==> config.mk <==
export PLATFORM = sky130hd
export DESIGN_NAME = csr_unit
export DESIGN_NICKNAME = d
export VERILOG_FILES = /design/src/design/csr_pkg.sv /design/src/design/csr_unit.sv /design/src/design/csr_intr.sv /design/src/design/csr_timer.sv /design/src/design/csr_regfile.sv /design/src/design/csr_execute.sv /design/src/design/csr_decode.sv
export SDC_FILE = /design/constraint.sdc
export NUM_CORES = 1
export LEC_CHECK = 0
export BUFFER_PORTS_ARGS = -buffer_cell sky130_fd_sc_hd__buf_4
export CAP_MARGIN = 20
export CORE_MARGIN = 1
export CORE_UTILIZATION = 23
export DETAILED_ROUTE_END_ITERATION = 16
export PLACE_DENSITY = 0.43
export SYNTH_ARGS = -nofsm -noshare
export SYNTH_HDL_FRONTEND = slang
export SYNTH_HIERARCHICAL = 1
export SYNTH_SLANG_ARGS = --single-unit
export TNS_END_PERCENT = 100
==> constraint.sdc <==
create_clock -name clk -period 3.7 [get_ports clk]
set_input_delay 0.37 -clock clk [delete_from_list [all_inputs] [get_ports clk]]
set_output_delay 0.37 -clock clk [all_outputs]
set_load 0.05 [all_outputs]
==> src/design/csr_pkg.sv <==
package csr_pkg;

    // ====================
    // widths
    // ====================
    localparam int XLEN       = 32;
    localparam int CSR_ADDR_W = 12;
    localparam int INST_ID_W  = 6;
    localparam int PHY_REG_W  = 7;

    // ====================
    // instruction fields
    // ====================
    localparam logic [6:0]  OPC_SYSTEM = 7'b1110011;

    localparam logic [2:0]  F3_PRIV    = 3'b000;
    localparam logic [2:0]  F3_CSRRW   = 3'b001;
    localparam logic [2:0]  F3_CSRRS   = 3'b010;
    localparam logic [2:0]  F3_CSRRC   = 3'b011;
    localparam logic [2:0]  F3_CSRRWI  = 3'b101;
    localparam logic [2:0]  F3_CSRRSI  = 3'b110;
    localparam logic [2:0]  F3_CSRRCI  = 3'b111;

    localparam logic [11:0] F12_ECALL  = 12'h000;
    localparam logic [11:0] F12_EBREAK = 12'h001;
    localparam logic [11:0] F12_MRET   = 12'h302;

    // trap causes, synchronous only
    localparam logic [XLEN-1:0] MCAUSE_ECALL_M    = 32'd11;
    localparam logic [XLEN-1:0] MCAUSE_BREAKPOINT = 32'd3;

    // mxl = 1, only the I extension
    localparam logic [XLEN-1:0] MISA_VALUE = 32'h4000_0100;

    // bit positions inside mstatus, mie and mip
    localparam int MSTATUS_MIE_BIT  = 3;
    localparam int MSTATUS_MPIE_BIT = 7;
    localparam int MIE_MSI_BIT      = 3;
    localparam int MIE_MTI_BIT      = 7;
    localparam int MIE_MEI_BIT      = 11;

    typedef enum logic [3:0] {
        OP_NONE,
        OP_CSRRW,
        OP_CSRRS,
        OP_CSRRC,
        OP_CSRRWI,
        OP_CSRRSI,
        OP_CSRRCI,
        OP_ECALL,
        OP_EBREAK,
        OP_MRET
    } csr_op_e;

    typedef enum logic [CSR_ADDR_W-1:0] {
        CSR_CYCLE     = 12'hC00,
        CSR_TIME      = 12'hC01,
        CSR_CYCLEH    = 12'hC80,
        CSR_TIMEH     = 12'hC81,
        CSR_MVENDORID = 12'hF11,
        CSR_MARCHID   = 12'hF12,
        CSR_MIMPID    = 12'hF13,
        CSR_MHARTID   = 12'hF14,
        CSR_MSTATUS   = 12'h300,
        CSR_MISA      = 12'h301,
        CSR_MIE       = 12'h304,
        CSR_MTVEC     = 12'h305,
        CSR_MSCRATCH  = 12'h340,
        CSR_MEPC      = 12'h341,
        CSR_MCAUSE    = 12'h342,
        CSR_MTVAL     = 12'h343,
        CSR_MIP       = 12'h344,
        CSR_MCYCLE    = 12'hB00,
        CSR_MCYCLEH   = 12'hB80,
        // non-standard timer compare
        CSR_MTIMECMP  = 12'h7C0,
        CSR_MTIMECMPH = 12'h7C1
    } csr_addr_e;

endpackage
==> src/design/csr_unit.sv <==
`timescale 1ns/1ps

module csr_unit
    import csr_pkg::*;
(
    input  logic                 clk,
    input  logic                 rst_n,
    input  logic                 inst_vld,
    input  logic [31:0]          inst,
    input  logic [INST_ID_W-1:0] inst_id,
    input  logic [XLEN-1:0]      inst_pc,
    input  logic [XLEN-1:0]      rs1_val,
    input  logic [PHY_REG_W-1:0] rd_idx,
    input  logic                 rd_en,
    input  logic                 c_ext,
    input  logic                 is_intr,
    input  logic                 intr_ack,
    input  logic                 meip,
    input  logic                 msip,
    output logic                 reg_wr_en,
    output logic [PHY_REG_W-1:0] reg_index,
    output logic [XLEN-1:0]      reg_val,
    output logic [INST_ID_W-1:0] reg_inst_idx,
    output logic                 commit_en,
    output logic [XLEN-1:0]      next_pc,
    output logic                 pc_update_en,
    output logic [XLEN-1:0]      pc_val,
    output logic                 intr_req
);

    csr_op_e               op;
    logic [CSR_ADDR_W-1:0] csr_addr;
    logic [4:0]            imm;
    logic [XLEN-1:0]       old_val;
    logic [XLEN-1:0]       wr_data;
    logic                  csr_wr_en;
    logic                  trap_en;
    logic                  mret_en;
    logic [XLEN-1:0]       mtvec;
    logic [XLEN-1:0]       mepc;
    logic                  mstatus_mie;
    logic [2:0]            mie_bits;
    logic [63:0]           cycle;
    logic [63:0]           mtimecmp;
    logic                  mtip;

    // commit side passes straight through
    assign reg_index    = rd_idx;
    assign reg_inst_idx = inst_id;
    assign commit_en    = inst_vld;

    csr_decode u_decode (.inst(inst), .op(op), .csr_addr(csr_addr), .imm(imm));

    csr_execute u_execute (
        .clk(clk), .rst_n(rst_n), .inst_vld(inst_vld), .op(op), .imm(imm),
        .rs1_val(rs1_val), .old_val(old_val), .rd_en(rd_en), .c_ext(c_ext),
        .inst_pc(inst_pc), .mtvec(mtvec), .mepc(mepc), .csr_wr_en(csr_wr_en),
        .wr_data(wr_data), .trap_en(trap_en), .mret_en(mret_en), .reg_wr_en(reg_wr_en),
        .reg_val(reg_val), .pc_update_en(pc_update_en), .pc_val(pc_val), .next_pc(next_pc)
    );

    csr_regfile u_regfile (
        .clk(clk), .rst_n(rst_n), .csr_wr_en(csr_wr_en), .csr_addr(csr_addr),
        .wr_data(wr_data), .trap_en(trap_en), .mret_en(mret_en), .op(op), .inst(inst),
        .inst_pc(inst_pc), .cycle(cycle), .mtimecmp(mtimecmp), .mtip(mtip), .meip(meip),
        .msip(msip), .old_val(old_val), .mtvec(mtvec), .mepc(mepc),
        .mstatus_mie(mstatus_mie), .mie_bits(mie_bits)
    );

    csr_timer u_timer (
        .clk(clk), .rst_n(rst_n), .csr_wr_en(csr_wr_en), .csr_addr(csr_addr),
        .wr_data(wr_data), .cycle(cycle), .mtimecmp(mtimecmp), .mtip(mtip)
    );

    csr_intr u_intr (
        .clk(clk), .rst_n(rst_n), .inst_vld(inst_vld), .is_intr(is_intr),
        .intr_ack(intr_ack), .mstatus_mie(mstatus_mie), .mie_bits(mie_bits),
        .meip(meip), .msip(msip), .mtip(mtip), .intr_req(intr_req)
    );

endmodule

==> src/design/csr_intr.sv <==
`timescale 1ns/1ps

module csr_intr
    import csr_pkg::*;
(
    input  logic       clk,
    input  logic       rst_n,
    input  logic       inst_vld,
    input  logic       is_intr,
    input  logic       intr_ack,
    input  logic       mstatus_mie,
    input  logic [2:0] mie_bits,
    input  logic       meip,
    input  logic       msip,
    input  logic       mtip,
    output logic       intr_req
);

    logic req_sent;

    // blocked from ack until the interrupt instruction shows up
    always_ff @(posedge clk or negedge rst_n) begin
        if (!rst_n) begin
            req_sent <= 1'b0;
        end else if (intr_req && intr_ack) begin
            req_sent <= 1'b1;
        end else if (inst_vld && is_intr) begin
            req_sent <= 1'b0;
        end
    end

    // pending bits line up with mie_bits as {ext, timer, sw}
    assign intr_req = !req_sent && mstatus_mie && |(mie_bits & {meip, mtip, msip});

    a_req_drop: assert property (@(posedge clk) disable iff (!rst_n)
        (intr_req && intr_ack) |=> !intr_req);

endmodule

==> src/design/csr_timer.sv <==
`timescale 1ns/1ps

module csr_timer
    import csr_pkg::*;
(
    input  logic                  clk,
    input  logic                  rst_n,
    input  logic                  csr_wr_en,
    input  logic [CSR_ADDR_W-1:0] csr_addr,
    input  logic [XLEN-1:0]       wr_data,
    output logic [63:0]           cycle,
    output logic [63:0]           mtimecmp,
    output logic                  mtip
);

    // free running, also serves as mtime
    always_ff @(posedge clk or negedge rst_n) begin
        if (!rst_n) begin
            cycle <= 64'd0;
        end else begin
            cycle <= cycle + 64'd1;
        end
    end

    // ====================
    // compare register
    // ====================
    always_ff @(posedge clk or negedge rst_n) begin
        if (!rst_n) begin
            mtimecmp <= 64'd0;
        end else if (csr_wr_en) begin
            if (csr_addr == CSR_MTIMECMP) begin
                mtimecmp[31:0] <= wr_data;
            end
            if (csr_addr == CSR_MTIMECMPH) begin
                mtimecmp[63:32] <= wr_data;
            end
        end
    end

    // strictly greater, equal is not yet pending
    assign mtip = (cycle > mtimecmp);

endmodule

==> src/design/csr_regfile.sv <==
`timescale 1ns/1ps

module csr_regfile
    import csr_pkg::*;
(
    input  logic                  clk,
    input  logic                  rst_n,
    input  logic                  csr_wr_en,
    input  logic [CSR_ADDR_W-1:0] csr_addr,
    input  logic [XLEN-1:0]       wr_data,
    input  logic                  trap_en,
    input  logic                  mret_en,
    input  csr_op_e               op,
    input  logic [31:0]           inst,
    input  logic [XLEN-1:0]       inst_pc,
    input  logic [63:0]           cycle,
    input  logic [63:0]           mtimecmp,
    input  logic                  mtip,
    input  logic                  meip,
    input  logic                  msip,
    output logic [XLEN-1:0]       old_val,
    output logic [XLEN-1:0]       mtvec,
    output logic [XLEN-1:0]       mepc,
    output logic                  mstatus_mie,
    output logic [2:0]            mie_bits
);

    logic            mstatus_mpie;
    logic [XLEN-1:0] mscratch;
    logic [XLEN-1:0] mcause;
    logic [XLEN-1:0] mtval;

    logic [XLEN-1:0] mstatus_word;
    logic [XLEN-1:0] mie_word;
    logic [XLEN-1:0] mip_word;

    // ====================
    // mstatus
    // ====================
    // trap beats mret beats a plain write
    always_ff @(posedge clk or negedge rst_n) begin
        if (!rst_n) begin
            mstatus_mie  <= 1'b0;
            mstatus_mpie <= 1'b0;
        end else if (trap_en) begin
            mstatus_mpie <= mstatus_mie;
            mstatus_mie  <= 1'b0;
        end else if (mret_en) begin
            mstatus_mie  <= mstatus_mpie;
            mstatus_mpie <= 1'b1;
        end else if (csr_wr_en && (csr_addr == CSR_MSTATUS)) begin
            mstatus_mie  <= wr_data[MSTATUS_MIE_BIT];
            mstatus_mpie <= wr_data[MSTATUS_MPIE_BIT];
        end
    end

    // mie_bits is {meie, mtie, msie}
    always_ff @(posedge clk or negedge rst_n) begin
        if (!rst_n) begin
            mie_bits <= 3'b000;
        end else if (csr_wr_en && (csr_addr == CSR_MIE)) begin
            mie_bits <= {wr_data[MIE_MEI_BIT], wr_data[MIE_MTI_BIT], wr_data[MIE_MSI_BIT]};
        end
    end

    // mode field only takes direct or vectored
    always_ff @(posedge clk or negedge rst_n) begin
        if (!rst_n) begin
            mtvec <= '0;
        end else if (csr_wr_en && (csr_addr == CSR_MTVEC)) begin
            mtvec[XLEN-1:2] <= wr_data[XLEN-1:2];
            if (!wr_data[1]) begin
                mtvec[1:0] <= wr_data[1:0];
            end
        end
    end

    always_ff @(posedge clk or negedge rst_n) begin
        if (!rst_n) begin
            mscratch <= '0;
        end else if (csr_wr_en && (csr_addr == CSR_MSCRATCH)) begin
            mscratch <= wr_data;
        end
    end

    // ====================
    // trap state
    // ====================
    always_ff @(posedge clk or negedge rst_n) begin
        if (!rst_n) begin
            mepc   <= '0;
            mcause <= '0;
            mtval  <= '0;
        end else if (trap_en) begin
            mepc   <= inst_pc;
            mtval  <= inst;
            mcause <= (op == OP_ECALL) ? MCAUSE_ECALL_M : MCAUSE_BREAKPOINT;
        end else if (csr_wr_en) begin
            if (csr_addr == CSR_MEPC) begin
                mepc <= wr_data;
            end
            if (csr_addr == CSR_MCAUSE) begin
                mcause <= wr_data;
            end
            if (csr_addr == CSR_MTVAL) begin
                mtval <= wr_data;
            end
        end
    end

    // ====================
    // read mux
    // ====================
    always_comb begin
        mstatus_word = '0;
        mstatus_word[MSTATUS_MIE_BIT]  = mstatus_mie;
        mstatus_word[MSTATUS_MPIE_BIT] = mstatus_mpie;
        mie_word = '0;
        mie_word[MIE_MSI_BIT] = mie_bits[0];
        mie_word[MIE_MTI_BIT] = mie_bits[1];
        mie_word[MIE_MEI_BIT] = mie_bits[2];
        mip_word = '0;
        mip_word[MIE_MSI_BIT] = msip;
        mip_word[MIE_MTI_BIT] = mtip;
        mip_word[MIE_MEI_BIT] = meip;
    end

    always_comb begin
        case (csr_addr)
            CSR_CYCLE, CSR_TIME, CSR_MCYCLE:    old_val = cycle[31:0];
            CSR_CYCLEH, CSR_TIMEH, CSR_MCYCLEH: old_val = cycle[63:32];
            CSR_MVENDORID, CSR_MARCHID,
            CSR_MIMPID, CSR_MHARTID:            old_val = '0;
            CSR_MSTATUS:                        old_val = mstatus_word;
            CSR_MISA:                           old_val = MISA_VALUE;
            CSR_MIE:                            old_val = mie_word;
            CSR_MTVEC:                          old_val = mtvec;
            CSR_MSCRATCH:                       old_val = mscratch;
            CSR_MEPC:                           old_val = mepc;
            CSR_MCAUSE:                         old_val = mcause;
            CSR_MTVAL:                          old_val = mtval;
            CSR_MIP:                            old_val = mip_word;
            CSR_MTIMECMP:                       old_val = mtimecmp[31:0];
            CSR_MTIMECMPH:                      old_val = mtimecmp[63:32];
            default:                            old_val = '0;
        endcase
    end

    // decode never yields a csr op and a trap from one word
    a_trap_no_wr: assert property (@(posedge clk) disable iff (!rst_n)
        (csr_wr_en && ((csr_addr == CSR_MCAUSE) || (csr_addr == CSR_MTVAL))) |-> !trap_en);

endmodule

==> src/design/csr_execute.sv <==
`timescale 1ns/1ps

module csr_execute
    import csr_pkg::*;
(
    input  logic            clk,
    input  logic            rst_n,
    input  logic            inst_vld,
    input  csr_op_e         op,
    input  logic [4:0]      imm,
    input  logic [XLEN-1:0] rs1_val,
    input  logic [XLEN-1:0] old_val,
    input  logic            rd_en,
    input  logic            c_ext,
    input  logic [XLEN-1:0] inst_pc,
    input  logic [XLEN-1:0] mtvec,
    input  logic [XLEN-1:0] mepc,
    output logic            csr_wr_en,
    output logic [XLEN-1:0] wr_data,
    output logic            trap_en,
    output logic            mret_en,
    output logic            reg_wr_en,
    output logic [XLEN-1:0] reg_val,
    output logic            pc_update_en,
    output logic [XLEN-1:0] pc_val,
    output logic [XLEN-1:0] next_pc
);

    logic            is_imm;
    logic            is_csr_op;
    logic [XLEN-1:0] operand;

    assign is_imm    = (op == OP_CSRRWI) || (op == OP_CSRRSI) || (op == OP_CSRRCI);
    assign is_csr_op = is_imm || (op == OP_CSRRW) || (op == OP_CSRRS) || (op == OP_CSRRC);
    assign operand   = is_imm ? {{(XLEN-5){1'b0}}, imm} : rs1_val;

    // ====================
    // csr read-modify-write
    // ====================
    always_comb begin
        case (op)
            OP_CSRRS, OP_CSRRSI: wr_data = old_val | operand;
            OP_CSRRC, OP_CSRRCI: wr_data = old_val & ~operand;
            default:             wr_data = operand;
        endcase
    end

    // set/clear with zero operand still rewrites the old value
    assign csr_wr_en = inst_vld && is_csr_op;
    assign reg_wr_en = csr_wr_en && rd_en;
    assign reg_val   = old_val;

    // ====================
    // trap and return
    // ====================
    assign trap_en      = inst_vld && ((op == OP_ECALL) || (op == OP_EBREAK));
    assign mret_en      = inst_vld && (op == OP_MRET);
    assign pc_update_en = trap_en || mret_en;
    assign pc_val       = trap_en ? mtvec : (mret_en ? mepc : '0);

    // sequential pc steps by the instruction length
    assign next_pc = pc_update_en ? pc_val : (inst_pc + (c_ext ? 32'd2 : 32'd4));

    a_trap_mret_excl: assert property (@(posedge clk) disable iff (!rst_n)
        !(trap_en && mret_en));

    a_redirect_vld: assert property (@(posedge clk) disable iff (!rst_n)
        pc_update_en |-> inst_vld);

endmodule

==> src/design/csr_decode.sv <==
`timescale 1ns/1ps

module csr_decode
    import csr_pkg::*;
(
    input  logic [31:0]           inst,
    output csr_op_e               op,
    output logic [CSR_ADDR_W-1:0] csr_addr,
    output logic [4:0]            imm
);

    logic [6:0]  opcode;
    logic [2:0]  funct3;
    logic [11:0] funct12;

    assign opcode   = inst[6:0];
    assign funct3   = inst[14:12];
    assign funct12  = inst[31:20];

    // csr address sits in the funct12 field, uimm in rs1
    assign csr_addr = funct12;
    assign imm      = inst[19:15];

    always_comb begin
        op = OP_NONE;
        if (opcode == OPC_SYSTEM) begin
            case (funct3)
                F3_CSRRW:  op = OP_CSRRW;
                F3_CSRRS:  op = OP_CSRRS;
                F3_CSRRC:  op = OP_CSRRC;
                F3_CSRRWI: op = OP_CSRRWI;
                F3_CSRRSI: op = OP_CSRRSI;
                F3_CSRRCI: op = OP_CSRRCI;
                F3_PRIV: begin
                    case (funct12)
                        F12_ECALL:  op = OP_ECALL;
                        F12_EBREAK: op = OP_EBREAK;
                        F12_MRET:   op = OP_MRET;
                        default:    op = OP_NONE;
                    endcase
                end
                default:   op = OP_NONE;
            endcase
        end
    end

endmodule

==> out/results.ini, run 1 <==
[global_routing]
overflow=0
grt_first_pass_wirelength_mm=118.9
grt_max_degree=89
grt_usage=0.1951
grt_pass1_vias=17380
antenna_found_initial=0

[routing]
drt_first_pass_iters=7
wirelength_mm=82.39
routed_via_density=5.111
vias=17320
wl_per_cell_um=24.31
drc_errors=0
drt_iter0_drc=1755
ant_nets=0

[place]
place.gp.congestion=0.9178
dpl.hpwl_mm=63.25
dp_cells=3311
portBuffers=204

[yosys]
ys.warnings.count=6
synth_area_um2=18660
synthFlopType=dfrtp_1
synth_nets=2199
yosys.area_share.simple=0.1859
ys_seq_area_frac=0.3930
synth_mux_area_frac=0.08920
yosys.cell_types.count=83
synth-xor-area-share=0.04319
synth_area_per_cell_um2=9.267
synth_compound_area_frac=0.1685
async_flop_share=1.000
ys_ff_latch=293
synthAdderAreaFrac=0.04601
synth_top_family_by_area=simple AND/OR/NAND/NOR gates
syn_inst=2013
synth_edf_count=0

[sta]
setup_viol=2
hold_viol=0
fin_ws_ps=-181.7
rsz0062_at_grt=yes
worst_pin_slew_ps=1063
finalMaxSlewViolations=0
period_share=1.049
max_freq_mhz=257.6
finalClockSkew_ps=24.22
slew_headroom=0.2860
final.min_clock_period_ps=3882

[critical_path]
cp_cell_sequence=inv_2 > ha_4 > nand4_1 > nor4_2 > buf_4 > nand3_2 > nand3b_1 > a41o_1 > a21oi_4 > mux2i_1 > o41ai_1 > a22oi_1 > nand3_1 > buf_6 > buf_8
worstReg2RegEnd=u_regfile/mtval[7]
cpLargestDelayFamily=simple AND/OR/NAND/NOR gates
path_depth=15
crit_path_top_delay_cell=dfrtp_1
path_buf_inv=4
startpoint=u_timer/mtimecmp[60]
worstSetupEndpoint=reg_val[7]
cp_max_fo=2
r2r_slack_ps=210
critPathLaunchType=flop
r2r-start=u_timer/mtimecmp[60]
cpPeakStageDelay_ps=380
cp.arrival_ps=3510
r2r_cells=19
critPathKind=reg2out
crit_required_ps=3330
end_kind=primary output

[layout]
final_common_cell=buf_4
most-common-layout-cells=buf_4, dfrtp_1, nand2_1, a21oi_1, mux2_2
drive_gt1_frac=0.2852
final-instance-count-excl-fill=3389
finish.utilization=0.2991
nets=2490
syn_to_final_growth_pct=28.92

[status]
violations=negative setup slack
outcome=finished, violations left

[floorplan]
die_w_um=286.8
num_rows=104
core_area_um2=80420
pin_count=231
fp.dieArea_um2=82250
start_util=0.2320
fp.dieH_um=286.8

[cts]
clk_path_buf_depth=3
clkLatencyLatePin_ps=540
cts_tree=built
h-tree-depth=2
clk_pin_slew_worst_paths_ps=60
cts-buffers-inserted=36
cts_root_buf=clkbuf_16
clock-sinks=293

[worst_hold_path]
whs_path_depth=3
hold_path_class=in2reg

[pwr]
cellPowerDensity_nw_per_um2=307.1
ir_worst_vdd_mv=0.2238
leakagePower_nw=11.21

[run]
max_cap_violations=0

-- repair_timing --
action | 4_1_cts | 5_1_grt
pin swaps | 13 | 8
setup buffers | 9 | 6
cloned | 0 | 0
hold endpoints to repair | 84 | 0
endpoints found under the setup margin | 3 | 29
hold buffers | 1 | 0
resized for setup | 38 | 11
-- routing by layer --
| metal | part of all wire | up-vias | GRT usage |
|---|---|---|---|
| met5 | 0 | - | 0 |
| li1 | - | 7836 | - |
| met3 | 0.065 | 117 | 0.02706 |
| met2 | 0.46 | 652 | 0.3111 |
| met1 | 0.45 | 8715 | 0.2727 |
| met4 | 0.029 | 0 | 0.05785 |
-- worst register-to-register path, delay by kind of cell, from the launching register on --
kind / cells / cell delay, ps
AOI/OAI and AO/OA: 7 / 1180
muxes: 1 / 100
buffers and inverters: 4 / 540
adders and majority gates: 1 / 260
and+or+nand+nor: 6 / 970
DFF: 1 / 380
-- sequential cells by signal (all words and copies together) (netlist names), 3 cells and up --
register / flops
u_regfile/mcause: 32
u_regfile/mepc: 32
u_regfile/mie_bits: 3
u_regfile/mscratch: 32
u_regfile/mtval: 32
u_regfile/mtvec: 31
u_timer/cycle: 64
u_timer/mtimecmp: 64
-- area by class of cell --
cell class / count / area [um^2]
antenna: 1 / 2.502
clock buffer: 52 / 1062
clock inverter: 10 / 86.33
fill: 8483 / 56370
inverter: 82 / 312.8
multi-input combinational: 1450 / 10220
sequential: 293 / 7337
tap: 1060 / 1326
timing repair buffer: 441 / 3702
-- report_power, final --
part	switching [mW]	internal [mW]	leakage, nW
Combinational	0.421	0.220	6.73
Clock	1.48	2.06	0.560
Sequential	0.000178	3.20	3.91
Total	1.90	5.49	11.2
-- metrics by stage --
step	total power [mW]	setup slack, ps	instance area, um^2	TNS [ps]	hold WS, ps
after floorplan	3.556	123.7	18680	0	74.41
after global placement	3.898	-20.03	22560	-38.99	460.2
after detailed placement	3.900	-54.49	22560	-54.49	461.2
after CTS	7.464	-154.8	23950	-303.9	69.01
after global routing	7.617	-314.9	24050	-533.3	105.7
final	7.385	-181.7	24050	-286.1	81.58
-- worst min path at each step --
stage / endpoint / slack [ps] / startpoint
finish: u_regfile/mtval[9] / 80 / inst[9]
global route: u_regfile/mtval[6] / 110 / inst[6]
CTS: u_regfile/mtval[9] / 70 / inst[9]
detailed placement: u_timer/cycle[8] / 460 / rst_n
global placement: u_timer/cycle[8] / 460 / rst_n
floorplan: u_intr/req_sent / 70 / rst_n
-- kinds of logic after synthesis --
logic type,Yosys count
adder cells (fa/ha/maj),68
AND/OR/NAND/NOR,662
buffers and inverters,270
multiplexers,150
AO/OA/AOI/OAI,477
flip-flops,293
XOR/XNOR,92
other,1
-- synthesized netlist by cell type, types with 3 or more instances --
library cell / n / area share
inv_1: 80 / 0.016
a221oi_1: 12 / 0.0056
a22o_1: 47 / 0.022
nor3_2: 7 / 0.0038
o2111ai_1: 5 / 0.0023
o22ai_1: 7 / 0.0023
nand3b_1: 7 / 0.0028
clkbuf_1: 70 / 0.014
buf_1: 8 / 0.0016
mux2_1: 36 / 0.022
o21bai_1: 3 / 0.0012
xor2_1: 32 / 0.015
nand2_1: 283 / 0.057
a211oi_1: 4 / 0.0016
nor4_1: 10 / 0.0034
buf_6: 7 / 0.0042
xnor2_1: 60 / 0.028
buf_4: 73 / 0.029
ha_1: 67 / 0.045
and3_1: 25 / 0.0084
o21ai_0: 85 / 0.023
or4_1: 4 / 0.0016
mux2i_1: 20 / 0.011
nor3_1: 21 / 0.0056
and4_1: 11 / 0.0052
a31oi_1: 64 / 0.021
nor2_1: 35 / 0.0070
nand2_2: 3 / 0.0010
a21o_1: 27 / 0.011
mux2_2: 94 / 0.057
nor2b_1: 68 / 0.023
and2_1: 6 / 0.0020
nand3_1: 92 / 0.025
nand4b_1: 4 / 0.0019
a22oi_1: 40 / 0.016
nand4_1: 42 / 0.014
a222oi_1: 33 / 0.018
dfrtp_1: 293 / 0.39
nor4_2: 7 / 0.0047
nor3b_1: 7 / 0.0028
a21oi_1: 130 / 0.035
or3_1: 6 / 0.0020
buf_2: 29 / 0.0078
No activity file was read; power rests on OpenSTA's default activity.
==> inputs of run 2 (changes only) <==
- CELL_PAD_IN_SITES_DETAIL_PLACEMENT: unset -> 1
- CELL_PAD_IN_SITES_GLOBAL_PLACEMENT: unset -> 2
- PLACE_DENSITY: 0.43 -> 0.59
==> run 2 against run 1 <==
Against the previous run: the run still ends with negative setup slack left; largest cell class unchanged; setup slack worse by 0.75 ps; final cell count about the same; global-route usage up 1.6 points; fmax about the same; critical path type unchanged; clock power up 15%; total power up 7.0%.
==> out/results.ini, run 2 (synthesized netlist as in run 1, its figures left out) <==
[pwr]
leakagePower_nw=11.21  ; about the same
power.total_mw=7.903  ; was 7.385 mW
ir_worst_vdd_mv=0.2485  ; was 0.2238 mV
cellPowerDensity_nw_per_um2=329.1  ; was 307.1 nW/um^2

[routing]
vias=17500  ; was 17.32k
ant_nets=0  ; unchanged
drt_iter0_drc=1201  ; was 1,755
drt_first_pass_iters=6  ; was 7
wirelength_mm=88.32  ; was 82.39 mm
drc_errors=0  ; unchanged
routed_via_density=5.166  ; was 5.111
wl_per_cell_um=26.08  ; was 24.31 um

[floorplan]
fp.dieArea_um2=82250  ; unchanged
core_area_um2=80420  ; unchanged
start_util=0.2320  ; unchanged
die_w_um=286.8  ; unchanged
fp.dieH_um=286.8  ; unchanged
num_rows=104  ; unchanged
pin_count=231  ; unchanged

[cts]
cts-buffers-inserted=36  ; unchanged
clkLatencyLatePin_ps=560  ; was 540 ps
clk_path_buf_depth=3  ; unchanged
clock-sinks=293  ; unchanged
clk_pin_slew_worst_paths_ps=70  ; was 60 ps
cts_root_buf=clkbuf_16  ; unchanged
cts_tree=built  ; unchanged
h-tree-depth=2  ; unchanged

[critical_path]
cpPeakStageDelay_ps=380  ; about the same
cp_cell_sequence=inv_1 > ha_1 > nand4_1 > nor4_2 > buf_4 > nand3_4 > nand3b_1 > a41o_1 > a21oi_4 > mux2i_1 > o41ai_1 > a22oi_1 > nand3_1 > buf_6 > buf_8  ; was inv_2 > ha_4 > nand4_1 > nor4_2 > buf_4 > nand3_2 > nand3b_1 > a41o_1 > a21oi_4 > mux2i_1 > o41ai_1 > a22oi_1 > nand3_1 > buf_6 > buf_8
critPathKind=reg2out  ; unchanged
path_buf_inv=4  ; unchanged
cp_max_fo=2  ; unchanged
end_kind=primary output  ; unchanged
critPathLaunchType=flop  ; unchanged
cp.arrival_ps=3510  ; about the same
crit_path_top_delay_cell=dfrtp_1  ; unchanged
crit_required_ps=3330  ; about the same
cpLargestDelayFamily=simple AND/OR/NAND/NOR gates  ; unchanged

[sta]
fin_ws_ps=-182.4  ; was -181.7 ps
hold_viol=0  ; unchanged
worst_pin_slew_ps=903.9  ; was 1063 ps
finalMaxSlewViolations=0  ; unchanged
final.min_clock_period_ps=3882  ; about the same
rsz0062_at_grt=yes  ; unchanged
setup_viol=2  ; unchanged
finalClockSkew_ps=19.42  ; was 24.22 ps
period_share=1.049  ; about the same
slew_headroom=0.3928  ; was 0.2860
max_freq_mhz=257.6  ; about the same

[layout]
drive_gt1_frac=0.2785  ; was 0.2852
reg.largest.list=u_timer/cycle (64), u_timer/mtimecmp (64)  ; unchanged
nets=2481  ; was 2,490
finish.utilization=0.2986  ; was 0.2991
final_common_cell=buf_4  ; unchanged
most-common-layout-cells=buf_4, dfrtp_1, nand2_1, a21oi_1, mux2_2  ; unchanged
fin_area_um2=24010  ; was 24,050 um^2
syn_to_final_growth_pct=28.71  ; was 28.92%

[global_routing]
grt.met3_usage=0.02349  ; was 0.02706
grt_first_pass_wirelength_mm=128.4  ; was 118.9 mm
antenna_found_initial=3  ; was 0
grt_max_degree=80  ; was 89
global_route.usage.met2=0.3431  ; was 0.3111
overflow=0  ; unchanged
grtUsageMet1=0.2877  ; was 0.2727
grt_usage=0.2114  ; was 0.1951
grt_pass1_vias=18540  ; was 17.38k
grt_busiest_layer=met2  ; unchanged

[place]
portBuffers=204  ; unchanged
placed_area_um2=22450  ; was 22,560 um^2
place.gp.congestion=0.8939  ; was 0.9178
dpl.hpwl_mm=67.18  ; was 63.25 mm

[run]
max_cap_violations=0  ; unchanged

[status]
violations=negative setup slack  ; unchanged
outcome=finished, violations left  ; unchanged

[worst_hold_path]
hold_path_class=in2reg  ; unchanged

## run 2: layout make-up
type | count | area (um^2)
fillers | 9253 | 56410
multi-input cells | 1450 | 10160
well taps | 1060 | 1326
flip-flops and latches | 293 | 7333
clock buffers | 51 | 1028
clock inverters | 15 | 287.8
inverters | 82 | 312.8
diodes | 4 | 10.01
repair buffers | 432 | 3547
## run 2: worst reg2reg max path, delay by kind of cell, from the launching register on
family,cells,cell delay [ps]
compound gates,7,1110
simple gates,8,1080
buf+inv,3,440
flops,1,380
fa+ha+maj,1,270
mux,1,110
## run 2: path summary, 6_finish.rpt
check,startpoint,endpoint,slack [ps],depth (start not counted)
min reg2reg,u_regfile/mscratch[15],u_regfile/mscratch[15],500,1
min in group asynchronous,rst_n,u_timer/cycle[58],410,2
max,u_timer/mtimecmp[56],reg_val[7],-180,15
max in group asynchronous,rst_n,u_regfile/mtvec[19],2360,3
max reg2reg,u_timer/mtimecmp[56],u_regfile/mstatus_mpie,240,20
min,inst[9],u_regfile/mtval[9],60,3
## run 2: repair_timing
action | CTS | global route
hold buffers | 1 | 0
gates resized for setup | 30 | 6
pin swaps | 9 | 2
setup buffers | 6 | 2
setup endpoints to repair | 6 | 3
endpoints found under the hold margin | 60 | 0
## run 2: routing by layer
| metal | vias up | part of all wire |
|---|---|---|
| met5 | - | 0 |
| met4 | 0 | 0.039 |
| li1 | 7811 | - |
| met2 | 505 | 0.47 |
| met1 | 9044 | 0.45 |
| met3 | 136 | 0.043 |
## run 2: metrics by stage
stage / cells / hold slack (ps) / TNS, ps / worst slack, ps
floorplan: 2013 / 74.41 / 0 / 123.7
finish: 3387 / 62.41 / -362.2 / -182.4
CTS: 3380 / 35.95 / -403.4 / -202.5
detailed placement: 3308 / 408.5 / -318.1 / -140.0
global route: 3384 / 66.66 / -635.0 / -326.8
global placement: 3308 / 408.3 / -709.6 / -225.8
## run 2: power by group
group / internal [mW] / switching (mW)
clock: 2.51 / 1.55
sequential: 3.20 / 0.000176
combinational: 0.215 / 0.423
==> inputs of run 3 (changes only) <==
- BUFFER_PORTS_ARGS: -buffer_cell sky130_fd_sc_hd__buf_4 -> unset
- DONT_BUFFER_PORTS: unset -> 1
- GPL_TIMING_DRIVEN: unset -> 1
- PLACE_DENSITY: 0.59 -> 0.55
- RECOVER_POWER: unset -> 100
==> run 3 against run 2 <==
Against the previous run: flip-flop and latch count unchanged; total power down 7.6%; final area decreased by 3.4%; final cell count fell by 3.0%; setup slack got worse by 17 ps; non-clock buffer count down 97; global-route usage is 0.072 points higher; fmax decreased by 0.43%; the flow finishes with violations (negative hold slack, negative setup slack); critical path depth fell by 3; register-to-register slack got worse by 110 ps; critical endpoint unchanged; via count decreased by 1.9%.
==> out/results.ini, run 3 (synthesized netlist as in run 1, its figures left out) <==
[critical_path]
cp_cell_sequence=ha_1 > nand4_1 > a2111oi_2 > buf_4 > o21ai_0 > a41o_1 > a21oi_4 > mux2i_1 > o41ai_1 > a22oi_1 > nand3_1 > buf_6  ; was inv_1 > ha_1 > nand4_1 > nor4_2 > buf_4 > nand3_4 > nand3b_1 > a41o_1 > a21oi_4 > mux2i_1 > o41ai_1 > a22oi_1 > nand3_1 > buf_6 > buf_8
crit_path_top_delay_cell=dfrtp_1  ; unchanged
cpPeakStageDelay_ps=430  ; was 380 ps
r2r_slack_ps=130  ; was 240 ps
critPathKind=reg2out  ; unchanged
path_buf_inv=2  ; was 4
cp.arrival_ps=3530  ; was 3510 ps
end_kind=primary output  ; unchanged
crit_required_ps=3330  ; about the same
cpLargestDelayFamily=compound AO/OA/AOI/OAI gates  ; was simple AND/OR/NAND/NOR gates
critPathLaunchType=flop  ; unchanged
cp_max_fo=4  ; was 2

[pwr]
pwr-share-clk=0.497  ; was 0.514
ir_worst_vdd_mv=0.2148  ; was 0.2485 mV
p_sw_mw=1.780  ; was 1.977 mW
intPower_mw=5.524  ; was 5.925 mW
power_frac_seq=0.439  ; was 0.405
cellPowerDensity_nw_per_um2=314.8  ; was 329.1 nW/um^2
comb_power_share=0.064  ; was 0.081
power.total_mw=7.303  ; was 7.903 mW
swShare=0.2437  ; was 0.2502
leakagePower_nw=10.53  ; was 11.21 nW

[global_routing]
grt_max_degree=294  ; was 80
grt_first_pass_wirelength_mm=127.7  ; was 128.4 mm
antenna_found_initial=9  ; was 3
grt_pass1_vias=17920  ; was 18.54k
grt_usage=0.2121  ; was 0.2114
overflow=0  ; unchanged

[routing]
vias=17160  ; was 17.50k
ant_nets=0  ; unchanged
drc_errors=0  ; unchanged
drt_iter0_drc=1241  ; was 1,201
wl_per_cell_um=27.01  ; was 26.08 um
drt_first_pass_iters=8  ; was 6
routed_via_density=5.223  ; was 5.166
wirelength_mm=88.74  ; was 88.32 mm

[cts]
clk_path_buf_depth=3  ; unchanged
h-tree-depth=2  ; unchanged
clk_pin_slew_worst_paths_ps=60  ; was 70 ps
clock-sinks=293  ; unchanged
cts_root_buf=clkbuf_16  ; unchanged
cts_hold_repair.buffers=62  ; was 1
cts_tree=built  ; unchanged
cts-buffers-inserted=36  ; unchanged
clkLatencyLatePin_ps=570  ; was 560 ps

[worst_hold_path]
hold_path_class=in2async  ; was in2reg

[status]
violations=negative hold slack, negative setup slack  ; was negative setup slack
outcome=finished, violations left  ; unchanged

[sta]
fin_hold_ws_ps=-438.3  ; was 62.41 ps
setup_viol=5  ; was 2
hold_viol=293  ; was 0
fin_ws_ps=-199.1  ; was -182.4 ps
rsz0062_at_grt=yes  ; unchanged
max_freq_mhz=256.5  ; was 257.6 MHz
slew_headroom=0.1490  ; was 0.3928
finalClockSkew_ps=27.50  ; was 19.42 ps
worst_pin_slew_ps=1277  ; was 903.9 ps
finalMaxSlewViolations=0  ; unchanged
period_share=1.054  ; was 1.049
final.min_clock_period_ps=3899  ; was 3882 ps

[place]
place.gp.congestion=0.8850  ; was 0.8939
placed_area_um2=21560  ; was 22,450 um^2
dpl.hpwl_mm=65.37  ; was 67.18 mm
dp_slack_ps=0.1521  ; was -140.0 ps
portBuffers=0  ; was 204

[layout]
finish.utilization=0.2885  ; was 0.2986
reg.largest.list=u_timer/cycle (64), u_timer/mtimecmp (64)  ; unchanged
final_common_cell=dfrtp_1  ; was buf_4
syn_to_final_growth_pct=24.35  ; was 28.71%
nets=2384  ; was 2,481
fin_area_um2=23200  ; was 24,010 um^2
drive_gt1_frac=0.2021  ; was 0.2785
most-common-layout-cells=dfrtp_1, nand2_1, buf_4, a21oi_1, mux2_2  ; was buf_4, dfrtp_1, nand2_1, a21oi_1, mux2_2

[floorplan]
core_area_um2=80420  ; unchanged
fp.dieH_um=286.8  ; unchanged
fp.dieArea_um2=82250  ; unchanged
start_util=0.2320  ; unchanged
pin_count=231  ; unchanged
die_w_um=286.8  ; unchanged
num_rows=104  ; unchanged

[run]
max_cap_violations=0  ; unchanged

==> run 3: power groups by stage <==
stage                     clock network [mW]  logic, mW  registers [mW]
after floorplan                            0      0.292            3.26
after global placement                     0      0.419            3.26
after detailed placement                   0      0.423            3.26
after CTS                               3.72      0.485            3.20
after global routing                    3.83      0.489            3.20
final                                   3.63      0.468            3.20
==> run 3: through the flow <==
stage               setup TNS (ps)  std cells  hold WS [ps]
finish                      -493.4       3285        -438.3
global route                 -6507       3282        -457.6
CTS                         -311.4       3279        -455.6
detailed placement               0       3145         131.4
global placement                 0       3145         129.4
floorplan                        0       2013         74.41
==> run 3: final timing paths <==
| path | from | to | cells past startpoint |
|---|---|---|---|
| max in group asynchronous | rst_n | u_regfile/mcause[13] | 0 |
| max | u_timer/cycle[5] | reg_val[7] | 12 |
| min in group clk | inst[4] | u_regfile/mtval[4] | 2 |
| max reg2reg | u_timer/cycle[5] | u_regfile/mstatus_mpie | 18 |
| min | rst_n | u_timer/mtimecmp[55] | 0 |
| min reg2reg | u_regfile/mscratch[6] | u_regfile/mscratch[6] | 1 |
==> run 3: final cells by class <==
cell class	count	area (um^2)
Antenna cell	3	7.507
Clock buffer	51	1018
Clock inverter	11	132.6
Fill cell	9264	57220
Inverter	82	307.8
Multi-Input combinational cell	1450	10090
Sequential cell	293	7332
Tap cell	1060	1326
Timing Repair Buffer	335	2988
==> run 3: timing repair <==
action,in CTS,in global routing
pin swaps,9,7
setup buffers,25,6
setup endpoints to repair,3,22
hold endpoints to repair,354,293
gates resized for setup,22,7
==> run 3: per-layer routing <==
| metal | GRT usage | part of all wire | wire, um |
|---|---|---|---|
| met1 | 0.2860 | 0.45 | 39820 |
| met2 | 0.3507 | 0.47 | 41860 |
| met3 | 0.02984 | 0.051 | 4550 |
| met4 | 0.06210 | 0.028 | 2485 |
| met5 | 0 | 0.00015 | 13 |
==> run 3: worst reg2reg max path: cells and delay by family, from the launching register on <==
kind	cells	cell delay (ps)
flops	1	430
fa+ha+maj	1	330
simple gates	5	580
buf+inv	2	370
mux	1	120
compound gates	9	1670
